**src/isa_pkg.sv**
```systemverilog
// Only the RV32 groups the front end classifies are named; other opcodes decode as illegal
`default_nettype none

package isa_pkg;

    ////////////////////
    // Widths
    ////////////////////

    // Data and instruction width
    localparam int xlen = 32;
    // Architected register index
    localparam int reg_idx_w = 5;

    ////////////////////
    // Encodings
    ////////////////////

    // RISC-V major opcodes
    localparam logic [6:0] opc_op     = 7'b0110011;
    localparam logic [6:0] opc_op_imm = 7'b0010011;
    localparam logic [6:0] opc_load   = 7'b0000011;
    localparam logic [6:0] opc_store  = 7'b0100011;
    localparam logic [6:0] opc_branch = 7'b1100011;

    // M extension marker inside OP
    localparam logic [6:0] funct7_muldiv = 7'b0000001;

    // WFI, used as the halt word
    localparam logic [xlen-1:0] inst_wfi = 32'h1050_0073;

    ////////////////////
    // Operation classes
    ////////////////////

    localparam int op_class_w = 3;

    localparam logic [op_class_w-1:0] cls_alu     = 3'd0;
    localparam logic [op_class_w-1:0] cls_mult    = 3'd1;
    localparam logic [op_class_w-1:0] cls_branch  = 3'd2;
    localparam logic [op_class_w-1:0] cls_mem     = 3'd3;
    localparam logic [op_class_w-1:0] cls_halt    = 3'd4;
    localparam logic [op_class_w-1:0] cls_illegal = 3'd7;

    // Same 32 bits seen as R-type or I-type
    typedef union packed {
        struct packed {
            logic [6:0]           funct7;
            logic [reg_idx_w-1:0] rs2;
            logic [reg_idx_w-1:0] rs1;
            logic [2:0]           funct3;
            logic [reg_idx_w-1:0] rd;
            logic [6:0]           opcode;
        } r;
        struct packed {
            logic [11:0]          imm;
            logic [reg_idx_w-1:0] rs1;
            logic [2:0]           funct3;
            logic [reg_idx_w-1:0] rd;
            logic [6:0]           opcode;
        } i;
    } inst_word_u;

endpackage

`default_nettype wire

```
**src/frontend_pkg.sv**
```systemverilog
// Sizes are fixed; pointer and count widths must be edited together with the depths they cover
`default_nettype none

package frontend_pkg;

    ////////////////////
    // Bundle and dispatch
    ////////////////////

    // Words gathered per buffer push
    localparam int bundle_w = 4;
    // Words decoded per cycle at most
    localparam int disp_w = 3;
    // Dispatch and slot counts, 0..3
    localparam int disp_cnt_w = 2;

    ////////////////////
    // Instruction buffer
    ////////////////////

    localparam int ib_depth = 8;
    // log2 of ib_depth
    localparam int ib_ptr_w = 3;
    // Occupancy 0..ib_depth
    localparam int ib_cnt_w = 4;

    ////////////////////
    // Program counter
    ////////////////////

    // Byte step per 32-bit word
    localparam logic [isa_pkg::xlen-1:0] pc_step = 4;
    localparam logic [isa_pkg::xlen-1:0] reset_pc = '0;

endpackage

`default_nettype wire

```
**src/fetch_bundler.sv**
```systemverilog
// Accepts one word per strobe; a partial bundle stays held until its fourth word or a flush
`timescale 1ns/1ps
`default_nettype none

module fetch_bundler (
    input  wire logic                                                   clock,
    input  wire logic                                                   arst_n,
    input  wire logic                                                   inst_valid,
    input  wire logic [isa_pkg::xlen-1:0]                               inst,
    input  wire logic                                                   flush,
    input  wire logic [isa_pkg::xlen-1:0]                               pc_override,
    input  wire logic                                                   ib_full,
    output logic                                                        inst_ready,
    output logic                                                        ib_push,
    output logic [frontend_pkg::bundle_w-1:0][isa_pkg::xlen-1:0]        bundle_inst,
    output logic [frontend_pkg::bundle_w-1:0][isa_pkg::xlen-1:0]        bundle_pc
);

    // Fetch PC of the next accepted word
    logic [isa_pkg::xlen-1:0] pc;
    // Words waiting for the rest of their bundle
    logic [$clog2(frontend_pkg::bundle_w)-1:0] held_cnt;
    logic [isa_pkg::xlen-1:0] held_inst [frontend_pkg::bundle_w-1];
    logic [isa_pkg::xlen-1:0] held_pc   [frontend_pkg::bundle_w-1];

    logic accept;
    logic last_word;

    // Stall only when this word would complete a bundle with no room
    assign last_word  = (held_cnt == frontend_pkg::bundle_w - 1);
    assign inst_ready = !(last_word && ib_full);

    // Flush wins over an accept on the same edge
    assign accept  = inst_valid && inst_ready && !flush;
    assign ib_push = accept && last_word;

    ////////////////////
    // Bundle assembly
    ////////////////////

    always_comb begin
        // Held words are the oldest lanes
        for (int i = 0; i < frontend_pkg::bundle_w - 1; i++) begin
            bundle_inst[i] = held_inst[i];
            bundle_pc[i]   = held_pc[i];
        end
        // Incoming word closes the bundle
        bundle_inst[frontend_pkg::bundle_w-1] = inst;
        bundle_pc[frontend_pkg::bundle_w-1]   = pc;
    end

    ////////////////////
    // PC and fill count
    ////////////////////

    always_ff @(posedge clock or negedge arst_n) begin
        if (!arst_n) begin
            pc       <= frontend_pkg::reset_pc;
            held_cnt <= '0;
        end else if (flush) begin
            // Redirect and drop the partial bundle
            pc       <= pc_override;
            held_cnt <= '0;
        end else if (accept) begin
            pc       <= pc + frontend_pkg::pc_step;
            held_cnt <= ib_push ? '0 : held_cnt + 1'b1;
        end
    end

    // Word store, slot picked by the fill count
    always_ff @(posedge clock) begin
        if (accept && !last_word) begin
            held_inst[held_cnt] <= inst;
            held_pc[held_cnt]   <= pc;
        end
    end

endmodule

`default_nettype wire

```
**src/instr_buffer.sv**
```systemverilog
// Push is always a full bundle; caller must keep disp_count within win_count and push off when full
`timescale 1ns/1ps
`default_nettype none

module instr_buffer (
    input  wire logic                                                   clock,
    input  wire logic                                                   arst_n,
    input  wire logic                                                   flush,
    input  wire logic                                                   ib_push,
    input  wire logic [frontend_pkg::bundle_w-1:0][isa_pkg::xlen-1:0]   bundle_inst,
    input  wire logic [frontend_pkg::bundle_w-1:0][isa_pkg::xlen-1:0]   bundle_pc,
    input  wire logic [frontend_pkg::disp_cnt_w-1:0]                    disp_count,
    output logic                                                        ib_full,
    output logic [frontend_pkg::disp_w-1:0][isa_pkg::xlen-1:0]          win_inst,
    output logic [frontend_pkg::disp_w-1:0][isa_pkg::xlen-1:0]          win_pc,
    output logic [frontend_pkg::disp_cnt_w-1:0]                         win_count
);

    ////////////////////
    // Storage
    ////////////////////

    // Word and its PC side by side
    logic [isa_pkg::xlen-1:0] mem_inst [frontend_pkg::ib_depth];
    logic [isa_pkg::xlen-1:0] mem_pc   [frontend_pkg::ib_depth];

    // Head is the oldest entry, tail the next free one
    logic [frontend_pkg::ib_ptr_w-1:0] head;
    logic [frontend_pkg::ib_ptr_w-1:0] tail;
    logic [frontend_pkg::ib_cnt_w-1:0] occ;

    // Entries added and removed this cycle
    logic [frontend_pkg::ib_cnt_w-1:0] push_n;
    logic [frontend_pkg::ib_cnt_w-1:0] pop_n;

    assign push_n = ib_push ? (frontend_pkg::ib_cnt_w)'(frontend_pkg::bundle_w) : '0;
    assign pop_n  = (frontend_pkg::ib_cnt_w)'(disp_count);

    // Full once a whole bundle no longer fits
    assign ib_full = (occ > frontend_pkg::ib_depth - frontend_pkg::bundle_w);

    ////////////////////
    // Dispatch window
    ////////////////////

    // Capped at the dispatch width
    assign win_count = (occ >= frontend_pkg::disp_w) ?
                       (frontend_pkg::disp_cnt_w)'(frontend_pkg::disp_w) :
                       occ[frontend_pkg::disp_cnt_w-1:0];

    // Oldest entries from head, wrapping on the pointer width
    for (genvar i = 0; i < frontend_pkg::disp_w; i++) begin : g_win
        assign win_inst[i] = mem_inst[head + (frontend_pkg::ib_ptr_w)'(i)];
        assign win_pc[i]   = mem_pc[head + (frontend_pkg::ib_ptr_w)'(i)];
    end

    ////////////////////
    // Pointers
    ////////////////////

    always_ff @(posedge clock or negedge arst_n) begin
        if (!arst_n) begin
            head <= '0;
            tail <= '0;
            occ  <= '0;
        end else if (flush) begin
            // Mispredict drops every stored word
            head <= '0;
            tail <= '0;
            occ  <= '0;
        end else begin
            if (ib_push) begin
                tail <= tail + (frontend_pkg::ib_ptr_w)'(frontend_pkg::bundle_w);
            end
            // Pop and push may share an edge
            head <= head + (frontend_pkg::ib_ptr_w)'(disp_count);
            occ  <= occ + push_n - pop_n;
        end
    end

    // Four consecutive slots from tail
    always_ff @(posedge clock) begin
        if (ib_push && !flush) begin
            for (int i = 0; i < frontend_pkg::bundle_w; i++) begin
                mem_inst[tail + (frontend_pkg::ib_ptr_w)'(i)] <= bundle_inst[i];
                mem_pc[tail + (frontend_pkg::ib_ptr_w)'(i)]   <= bundle_pc[i];
            end
        end
    end

endmodule

`default_nettype wire

```
**src/dispatch_decode.sv**
```systemverilog
// Lane fields beyond disp_valid hold stale data; only classes, indices and I-type immediates decode
`timescale 1ns/1ps
`default_nettype none

module dispatch_decode (
    input  wire logic                                                 clock,
    input  wire logic                                                 arst_n,
    input  wire logic                                                 flush,
    input  wire logic [frontend_pkg::disp_w-1:0][isa_pkg::xlen-1:0]   win_inst,
    input  wire logic [frontend_pkg::disp_w-1:0][isa_pkg::xlen-1:0]   win_pc,
    input  wire logic [frontend_pkg::disp_cnt_w-1:0]                  win_count,
    input  wire logic [frontend_pkg::disp_cnt_w-1:0]                  be_free_slots,
    output logic [frontend_pkg::disp_cnt_w-1:0]                       disp_count,
    output logic [frontend_pkg::disp_w-1:0]                           disp_valid,
    output logic [frontend_pkg::disp_w-1:0][isa_pkg::xlen-1:0]        disp_pc,
    output logic [frontend_pkg::disp_w-1:0][isa_pkg::op_class_w-1:0]  disp_class,
    output logic [frontend_pkg::disp_w-1:0][isa_pkg::reg_idx_w-1:0]   disp_rd,
    output logic [frontend_pkg::disp_w-1:0][isa_pkg::reg_idx_w-1:0]   disp_rs1,
    output logic [frontend_pkg::disp_w-1:0][isa_pkg::reg_idx_w-1:0]   disp_rs2,
    output logic [frontend_pkg::disp_w-1:0][isa_pkg::xlen-1:0]        disp_imm
);

    // Window words seen through the R and I views
    isa_pkg::inst_word_u [frontend_pkg::disp_w-1:0] word;

    // Next-state lane fields
    logic [frontend_pkg::disp_w-1:0]                          valid_d;
    logic [frontend_pkg::disp_w-1:0][isa_pkg::op_class_w-1:0] class_d;
    logic [frontend_pkg::disp_w-1:0][isa_pkg::reg_idx_w-1:0]  rd_d;
    logic [frontend_pkg::disp_w-1:0][isa_pkg::reg_idx_w-1:0]  rs1_d;
    logic [frontend_pkg::disp_w-1:0][isa_pkg::reg_idx_w-1:0]  rs2_d;
    logic [frontend_pkg::disp_w-1:0][isa_pkg::xlen-1:0]       imm_d;

    assign word = win_inst;

    // Pop no more than the back end can take
    assign disp_count = (win_count < be_free_slots) ? win_count : be_free_slots;

    ////////////////////
    // Lane decode
    ////////////////////

    always_comb begin
        for (int i = 0; i < frontend_pkg::disp_w; i++) begin
            valid_d[i] = (i < disp_count);
            // Raw register fields unless a rule clears them
            rd_d[i]    = word[i].r.rd;
            rs1_d[i]   = word[i].r.rs1;
            rs2_d[i]   = word[i].r.rs2;
            imm_d[i]   = '0;
            class_d[i] = isa_pkg::cls_illegal;
            case (word[i].r.opcode)
                isa_pkg::opc_op: begin
                    // M extension goes to the multiplier
                    class_d[i] = (word[i].r.funct7 == isa_pkg::funct7_muldiv) ?
                                 isa_pkg::cls_mult : isa_pkg::cls_alu;
                end
                isa_pkg::opc_op_imm, isa_pkg::opc_load: begin
                    class_d[i] = (word[i].r.opcode == isa_pkg::opc_load) ?
                                 isa_pkg::cls_mem : isa_pkg::cls_alu;
                    // I-type, no second source
                    rs2_d[i]   = '0;
                    imm_d[i]   = {{(isa_pkg::xlen-12){word[i].i.imm[11]}}, word[i].i.imm};
                end
                isa_pkg::opc_store: begin
                    class_d[i] = isa_pkg::cls_mem;
                    rd_d[i]    = '0;
                end
                isa_pkg::opc_branch: begin
                    class_d[i] = isa_pkg::cls_branch;
                    rd_d[i]    = '0;
                end
                default: begin
                    // WFI ends the program; any other opcode is illegal
                    if (word[i] == isa_pkg::inst_wfi) begin
                        class_d[i] = isa_pkg::cls_halt;
                    end
                end
            endcase
        end
    end

    ////////////////////
    // Dispatch registers
    ////////////////////

    always_ff @(posedge clock or negedge arst_n) begin
        if (!arst_n) begin
            disp_valid <= '0;
        end else if (flush) begin
            disp_valid <= '0;
        end else begin
            disp_valid <= valid_d;
        end
    end

    // Payload follows the window every cycle
    always_ff @(posedge clock) begin
        disp_pc    <= win_pc;
        disp_class <= class_d;
        disp_rd    <= rd_d;
        disp_rs1   <= rs1_d;
        disp_rs2   <= rs2_d;
        disp_imm   <= imm_d;
    end

endmodule

`default_nettype wire

```
**src/frontend_top.sv**
```systemverilog
// Front end only; flush and pc_override come from an external resolve stage as a one-cycle pulse
`timescale 1ns/1ps
`default_nettype none

module frontend_top (
    input  wire logic                                                 clock,
    input  wire logic                                                 arst_n,
    input  wire logic                                                 inst_valid,
    input  wire logic [isa_pkg::xlen-1:0]                             inst,
    input  wire logic [frontend_pkg::disp_cnt_w-1:0]                  be_free_slots,
    input  wire logic                                                 flush,
    input  wire logic [isa_pkg::xlen-1:0]                             pc_override,
    output logic                                                      inst_ready,
    output logic [frontend_pkg::disp_w-1:0]                           disp_valid,
    output logic [frontend_pkg::disp_w-1:0][isa_pkg::xlen-1:0]        disp_pc,
    output logic [frontend_pkg::disp_w-1:0][isa_pkg::op_class_w-1:0]  disp_class,
    output logic [frontend_pkg::disp_w-1:0][isa_pkg::reg_idx_w-1:0]   disp_rd,
    output logic [frontend_pkg::disp_w-1:0][isa_pkg::reg_idx_w-1:0]   disp_rs1,
    output logic [frontend_pkg::disp_w-1:0][isa_pkg::reg_idx_w-1:0]   disp_rs2,
    output logic [frontend_pkg::disp_w-1:0][isa_pkg::xlen-1:0]        disp_imm
);

    ////////////////////
    // Fetch to buffer
    ////////////////////

    logic                                                   ib_push;
    logic                                                   ib_full;
    logic [frontend_pkg::bundle_w-1:0][isa_pkg::xlen-1:0]   bundle_inst;
    logic [frontend_pkg::bundle_w-1:0][isa_pkg::xlen-1:0]   bundle_pc;

    // Buffer to decoder
    logic [frontend_pkg::disp_w-1:0][isa_pkg::xlen-1:0]     win_inst;
    logic [frontend_pkg::disp_w-1:0][isa_pkg::xlen-1:0]     win_pc;
    logic [frontend_pkg::disp_cnt_w-1:0]                    win_count;
    logic [frontend_pkg::disp_cnt_w-1:0]                    disp_count;

    fetch_bundler u_bundler (
        .clock       (clock),
        .arst_n      (arst_n),
        .inst_valid  (inst_valid),
        .inst        (inst),
        .flush       (flush),
        .pc_override (pc_override),
        .ib_full     (ib_full),
        .inst_ready  (inst_ready),
        .ib_push     (ib_push),
        .bundle_inst (bundle_inst),
        .bundle_pc   (bundle_pc)
    );

    instr_buffer u_ibuf (
        .clock       (clock),
        .arst_n      (arst_n),
        .flush       (flush),
        .ib_push     (ib_push),
        .bundle_inst (bundle_inst),
        .bundle_pc   (bundle_pc),
        .disp_count  (disp_count),
        .ib_full     (ib_full),
        .win_inst    (win_inst),
        .win_pc      (win_pc),
        .win_count   (win_count)
    );

    // Pop count loops back from the decoder
    dispatch_decode u_decode (
        .clock         (clock),
        .arst_n        (arst_n),
        .flush         (flush),
        .win_inst      (win_inst),
        .win_pc        (win_pc),
        .win_count     (win_count),
        .be_free_slots (be_free_slots),
        .disp_count    (disp_count),
        .disp_valid    (disp_valid),
        .disp_pc       (disp_pc),
        .disp_class    (disp_class),
        .disp_rd       (disp_rd),
        .disp_rs1      (disp_rs1),
        .disp_rs2      (disp_rs2),
        .disp_imm      (disp_imm)
    );

endmodule

`default_nettype wire

```
**config.mk**
```make
export PLATFORM = sky130hd
export DESIGN_NAME = frontend_top
export DESIGN_NICKNAME = d
export VERILOG_FILES = /design/src/isa_pkg.sv /design/src/frontend_pkg.sv /design/src/fetch_bundler.sv /design/src/instr_buffer.sv /design/src/dispatch_decode.sv /design/src/frontend_top.sv
export SDC_FILE = /design/constraint.sdc
export NUM_CORES = 2
export LEC_CHECK = 0
export ABC_CLOCK_PERIOD_IN_PS = 5300
export BUFFER_PORTS_ARGS = -buffer_cell sky130_fd_sc_hd__buf_2
export CAP_MARGIN = 30
export CORE_UTILIZATION = 48
export CTS_BUF_LIST = sky130_fd_sc_hd__clkbuf_2
export CTS_CLUSTER_DIAMETER = 50
export DETAILED_ROUTE_END_ITERATION = 8
export PLACE_DENSITY = 0.64
export SYNTH_ARGS = -nofsm -noshare
export SYNTH_HDL_FRONTEND = slang
export SYNTH_SLANG_ARGS = --single-unit
export TNS_END_PERCENT = 50
```
**constraint.sdc**
```tcl
create_clock -name clock -period 5.3 [get_ports clock]
set_clock_uncertainty 0.1 [all_clocks]
set_input_delay 0.53 -clock clock [delete_from_list [all_inputs] [get_ports clock]]
set_output_delay 0.53 -clock clock [all_outputs]
set_load 0.005 [all_outputs]
```
# ---- Word-level counts from Yosys, hierarchy flattened
# Memory sizes are Yosys's and may differ from the RTL's. A register that Yosys moved wholly into a read port is not among the register bits.
# Cells that the tools add are included.
dict set report classes {
  n_addsub 11
  n_mul 0
  n_div 0
  order_cmp 6
  n_eq_ne 22
  shifts 0
  muxes 29
  bitwise_logic 0
  n_reduce_logical 17
}
# operator n
set op_table {}
lappend op_table {{32-bit by 29-bit == test with 1-bit output, second input constant} 3}
lappend op_table {{32-bit 2-to-1 mux} 2}
lappend op_table {{7-bit by 6-bit == test with 1-bit output, second input constant} 6}
lappend op_table {{3-bit case mux with 4 select lines} 3}
lappend op_table {{32-bit by 3-bit adder with 32-bit output, second input constant} 1}
lappend op_table {{2-bit 2-to-1 mux} 11}
lappend op_table {{7-bit by 1-bit == test with 1-bit output, second input constant} 3}
lappend op_table {{7-bit by 2-bit == test with 1-bit output, second input constant} 3}
lappend op_table {{7-bit by 5-bit == test with 1-bit output, second input constant} 3}
lappend op_table {{7-bit == test, second input constant} 3}
lappend op_table {{3-bit 2-to-1 mux} 5}
lappend op_table {{2-bit OR reduction} 6}
lappend op_table {{3-bit by 2-bit adder with 3-bit output, second input constant} 3}
lappend op_table {{1-bit 2-to-1 mux} 7}
lappend op_table {{3-bit by 1-bit adder with 3-bit output, second input constant} 2}
lappend op_table {{1-bit logical AND} 6}
lappend op_table {{4-bit adder} 1}
lappend op_table {{4-bit by 2-bit >= comparator with 1-bit output, second input constant} 1}
lappend op_table {{4-bit by 3-bit > comparator with 1-bit output, second input constant} 1}
lappend op_table {{1-bit by 2-bit < comparator with 1-bit output, first input constant} 2}
lappend op_table {{4-bit 2-to-1 mux} 1}
lappend op_table {{2-bit nonzero test} 2}
lappend op_table {{4-bit by 2-bit subtractor with 4-bit output} 1}
lappend op_table {{3-bit by 2-bit adder with 3-bit output} 1}
lappend op_table {{other kinds (6)} 8}
dict set report totals {
  ff_bits 137
  latchBits 0
  ram_bits 704
  romBits 0
  inputBits 70
  output_inout_bits 250
  word_cells 110
  memories 4
}
# name depth width rd rd_ports_with_merged_regs write_ports line
set memory_table {}
lappend memory_table {u_ibuf.mem_inst 8 32 3 0 4 instr_buffer.sv:24} ;# logic [isa_pkg::xlen-1:0] mem_inst [frontend_pkg::ib_depth];
lappend memory_table {u_ibuf.mem_pc 8 32 3 3 4 instr_buffer.sv:25} ;# logic [isa_pkg::xlen-1:0] mem_pc [frontend_pkg::ib_depth];
lappend memory_table {u_bundler.held_inst 3 32 3 0 1 fetch_bundler.sv:23} ;# logic [isa_pkg::xlen-1:0] held_inst [frontend_pkg::bundle_w-1];
lappend memory_table {u_bundler.held_pc 3 32 3 0 1 fetch_bundler.sv:24} ;# logic [isa_pkg::xlen-1:0] held_pc [frontend_pkg::bundle_w-1];

# ---- Depth between registers and ports, before layout
dict set report logic_depth {
  depth_word 10
  mapped_depth 13
  ltp_nobuf 12
}

# ---- Modules after synthesis
# A second synthesis with hierarchy kept.
dict set report unflattened {
  hier_cells 2578
  area_unflattened_um2 44223.7
}
# module n_inst cells_each area_each_um2 seq_area_each_um2
set modules_own_cells {}
lappend modules_own_cells {instr_buffer 1 1723 30908.4 15574.9}
lappend modules_own_cells {fetch_bundler 1 457 8106.5 6616.3}
lappend modules_own_cells {dispatch_decode 1 398 5208.7 3798.6}

# ---- Worst setup path after synthesis
# OpenSTA, ideal clock, no wires.
dict set report synth_path {
  kind {flip-flop to flip-flop}
  startpoint {register u_bundler.held_cnt[0] (netlist name)}
  endpoint {memory u_ibuf.mem_inst[4][0] (netlist name), enable pin}
  setup_ps 487
  t_arrival_ps 3913
  t_required_ps 4713
  path_slack_ps 800
  stages_incl_launch_ff 7
  n_path_buf 1
  period_less_slack_ps 4500
  path_cell_list {dfrtp_1 > ha_1 > o21ai_2 > and2_1 > buf_4 > nand3b_1 > nor2_1}
}
# element line
set synth_lines {}
lappend synth_lines {{from (decl)} fetch_bundler.sv:22} ;# logic [$clog2(frontend_pkg::bundle_w)-1:0] held_cnt;
lappend synth_lines {{from (signal assigned)} fetch_bundler.sv:66} ;# held_cnt <= ib_push ? '0 : held_cnt + 1'b1;
lappend synth_lines {{to (decl)} instr_buffer.sv:24}

# ---- Worst setup path after layout
dict set report layout_path {
  startpoint {register u_ibuf.head[2] (netlist name)}
  endpoint {register u_decode.disp_imm[72] (netlist name)}
}
dict set report layout_via {
  elab_chain_len 4
  elab_cells_between_ends 5
  classes_between {1 x add/sub; 2 x eq/ne; 1 x reduce/logical; 1 x memory}
}
# element line
set layout_rtl {}
lappend layout_rtl {{from (decl)} instr_buffer.sv:28} ;# logic [frontend_pkg::ib_ptr_w-1:0] head;
lappend layout_rtl {{from (signal assigned)} instr_buffer.sv:76} ;# head <= head + (frontend_pkg::ib_ptr_w)'(disp_count);
lappend layout_rtl {{3-bit by 2-bit adder with 3-bit output (*)} instr_buffer.sv:53} ;# assign win_inst[i] = mem_inst[head + (frontend_pkg::ib_ptr_w)'(i)];
lappend layout_rtl {{memory read 8 x 32 bit (*)} --}
lappend layout_rtl {{7-bit by 5-bit == test with 1-bit output or 7-bit by 2-bit == test with 1-bit output (tied branches)} dispatch_decode.sv:52} ;# case (word[i].r.opcode)
lappend layout_rtl {{2-bit OR reduction} --}
lappend layout_rtl {{to (signal assigned)} dispatch_decode.sv:104} ;# disp_imm <= imm_d;
lappend layout_rtl {{to (decl)} dispatch_decode.sv:20} ;# output logic [frontend_pkg::disp_w-1:0][isa_pkg::xlen-1:0] disp_imm
# Mark *: on every way between the ends. The rest lies on a longest branch, timed or not.
# A chain may end at the register's enable or synchronous reset.

==> flow_summary_export.csv <==
group,metric,value,unit
layout,fin_nets,3731,
critical_path,crit_path_start_kind,"flip-flop",
yosys,synth_area_leaders,"edfxtp_1, mux4_2, dfxtp_1, nand2_1, a21o_1",
layout,drive_gt1_share,26.8,%
global_routing,grt_overflow,0,
global_routing,grt_usage,25.5,%
floorplan,io_pins,320,
clock_network,cts_sinks,935,
critical_path,crit_arrival,5.11,ns
layout,multi_input_area,0.0144,sq mm
critical_path,critPathRequiredTime,6.49,ns
layout,post-route-util,55.6,%
power_and_ir_drop,leakage,18.9,nW
timing,rsz0062_at_grt,"no",
job,cap_viol_max_count,0,
power_and_ir_drop,power_density,424,mW/mm^2
clock_network,cts_buffers,227,
floorplan,core,0.0870,sq mm
yosys,synth_area_leader_cell,"edfxtp_1",
floorplan,die_h,299,microns
global_routing,grt_pass1_wl,171000,microns
layout,seq_area,0.0260,sq mm
timing,finalHoldViolCount,0,
detailed_routing,drt-initial-drc-count,2425,
timing,finalCriticalPeriod,3.92,ns
yosys,yosys.area.top_type_share,50.0,%
detailed_routing,wl_per_cell,22.6,microns
timing,drv_slew,0,
clock_network,clockBufferDepth,3,
detailed_routing,vias,28286,
floorplan,rows,108,
yosys,yosys_warnings,0,
clock_network,cts_tree,"built",
clock_network,root_buffer,"clkbuf_2",
timing,tightest_slew,0.956,ns
floorplan,dieArea,0.0892,sq mm
yosys,synthDistinctLibCells,60,
floorplan,start_util,48.6,%
timing,period_share,73.9,%
timing,setup_tns,0,ns
yosys,synth_edf_count,704,
critical_path,crit_type,"flip-flop to flip-flop",
critical_path,worstPathMaxFanout,36,
floorplan,die_w,299,microns
timing,setup_violations,0,
clock_network,insertion_delay,1.51,ns
yosys,ys_seq_elements,935,
place,gp_congestion,0.894,
place,portBuffers,319,
detailed_routing,drc,0,
detailed_routing,drt-pass1-iter-count,6,
detailed_routing,wl,113000,microns
yosys,syn-instance-count,3213,
layout,n_fill_cell,7134,
run_status,status,"completed",
yosys,avgSynthCellArea,13.2,sq um
timing,slew_headroom,34.5,%
timing,hold_ws,0.177,ns
clock_network,cts_resized,0,
yosys,async_flop_share,4.81,%
detailed_routing,antenna_left,0,
yosys,synth_area,0.0423,sq mm
detailed_routing,vias_per_cell,5.65,
yosys,yosysSeqAreaShare,61.5,%
timing,max_freq,255,MHz
global_routing,antenna_found_initial,7,
layout,final_cell_mix,"nand2_1, edfxtp_1, clkbuf_2, buf_2, dlygate4sd3_1",
power_and_ir_drop,ir_worst_vdd,0.355,mV
layout,layout_commonest_cell,"nand2_1",
place,dp_hpwl,70900,microns
clock_network,clk_pin_slew,0.12,ns
yosys,synth_flop_cell,"edfxtp_1",
global_routing,grt_max_degree,162,
clock_network,postCtsSetupBuffers,0,
clock_network,htreeDepth,4,
hold_path,hold_class,"primary input to flip-flop",
yosys,syn-num-nets,3298,
layout,area_delta_synth_final,14.4,%
critical_path,crit_path_end_kind,"flip-flop",
global_routing,grt_pass1_vias,28880,
[path summary, 6_finish.rpt]
| check | cells past startpoint | to | slack [ns] | from |
|---|---|---|---|---|
| worst max register to register | 6 | u_decode.disp_imm[72] | 1.38 | u_ibuf.head[2] |
| max in group asynchronous | 6 | u_bundler.pc[1] | 2.85 | arst_n |
| worst max-delay path | 6 | u_decode.disp_imm[72] | 1.38 | u_ibuf.head[2] |
| worst min-delay path | 4 | u_ibuf.tail[2] | 0.18 | flush |
| min in group asynchronous | 5 | u_bundler.pc[9] | 0.63 | arst_n |
| worst min register to register | 0 | u_ibuf.mem_pc[4][21] | 0.37 | u_bundler.held_pc[0][21] |
[per-stage QoR]
step | setup WS, ns | cell area, sq um | instances | total power [mW]
floorplan | 0.800 | 42300 | 3213 | 13.4
global placement | 1.52 | 44100 | 4368 | 15.5
detailed placement | 1.45 | 44100 | 4370 | 15.6
CTS | 1.42 | 48400 | 5002 | 20.6
global route | 1.23 | 48400 | 5003 | 21.6
finish | 1.38 | 48400 | 5005 | 20.5
[sequential cells by signal (all words and copies together) (netlist names), 4 cells and up]
register	flops
u_ibuf.mem_pc	256
u_ibuf.mem_inst	256
u_decode.disp_pc	96
u_decode.disp_imm	36
u_ibuf.occ	4
u_bundler.held_inst	96
u_decode.disp_rs2	15
u_decode.disp_rs1	15
u_bundler.held_pc	96
u_bundler.pc	32
u_decode.disp_class	9
u_decode.disp_rd	15
[critical path: stages, from the launching register on]
cell and delay, ns:
dfrtp_4 0.85, buf_4 0.62, mux4_2 0.59, mux2i_1 0.53, nor3_1 0.27, nand2_1 0.66
nor2_1 0.09
[synthesized netlist by cell type (21+ instances only)]
master / n
nand2_1: 746
clkbuf_1: 179
inv_1: 21
dfxtp_1: 186
nand3_1: 26
a21oi_1: 34
mux2i_1: 121
mux4_2: 201
buf_2: 83
o21ai_0: 133
edfxtp_1: 704
nor3_1: 23
a21o_1: 192
mux2_2: 79
buf_4: 83
nor2b_1: 71
nor2_1: 103
xor2_1: 23
dfrtp_1: 45
[final cells by class]
type / count / area share [%]
Antenna cell: 3 / 0.0155
Clock buffer: 338 / 3.50
Clock inverter: 92 / 1.05
Inverter: 22 / 0.186
Multi-Input combinational cell: 1889 / 29.7
Sequential cell: 935 / 53.8
Tap cell: 1155 / 2.99
Timing Repair Buffer: 571 / 8.75
[power by group]
part           internal (mW)  leakage [nW]  switching [mW]
combinational           2.89          8.76            3.57
clock                   1.98          1.64            2.94
sequential              8.61          8.47           0.496
[what timing repair did]
item / 4_1_cts / 5_1_grt
endpoints found under the setup margin: 0 / 0
hold endpoints to repair: 508 / 0
hold buffers: 202 / 0
[routing by layer]
layer	up-vias	wire length, microns	track usage (%)
li1	12608	-	-
met4	2	4580	11.9
met2	1372	54500	41.2
met5	-	13	0
met3	299	8740	5.50
met1	14005	45400	32.9
[logic make-up (layout without fill, tap and decap cells)]
logic type,count (synthesis),in the layout,synth area share [%]
XOR/XNOR,35,35,0.770
multiplexers,410,410,16.2
other,0,3,0
adder cells (fa/ha/maj),15,15,0.480
AND/OR/NAND/NOR,1042,1042,10.5
buffers and inverters,389,1023,4.62
AO/OA/AOI/OAI,387,387,5.92
flip-flops,935,935,61.5
No activity file was read; power rests on OpenSTA's default activity.
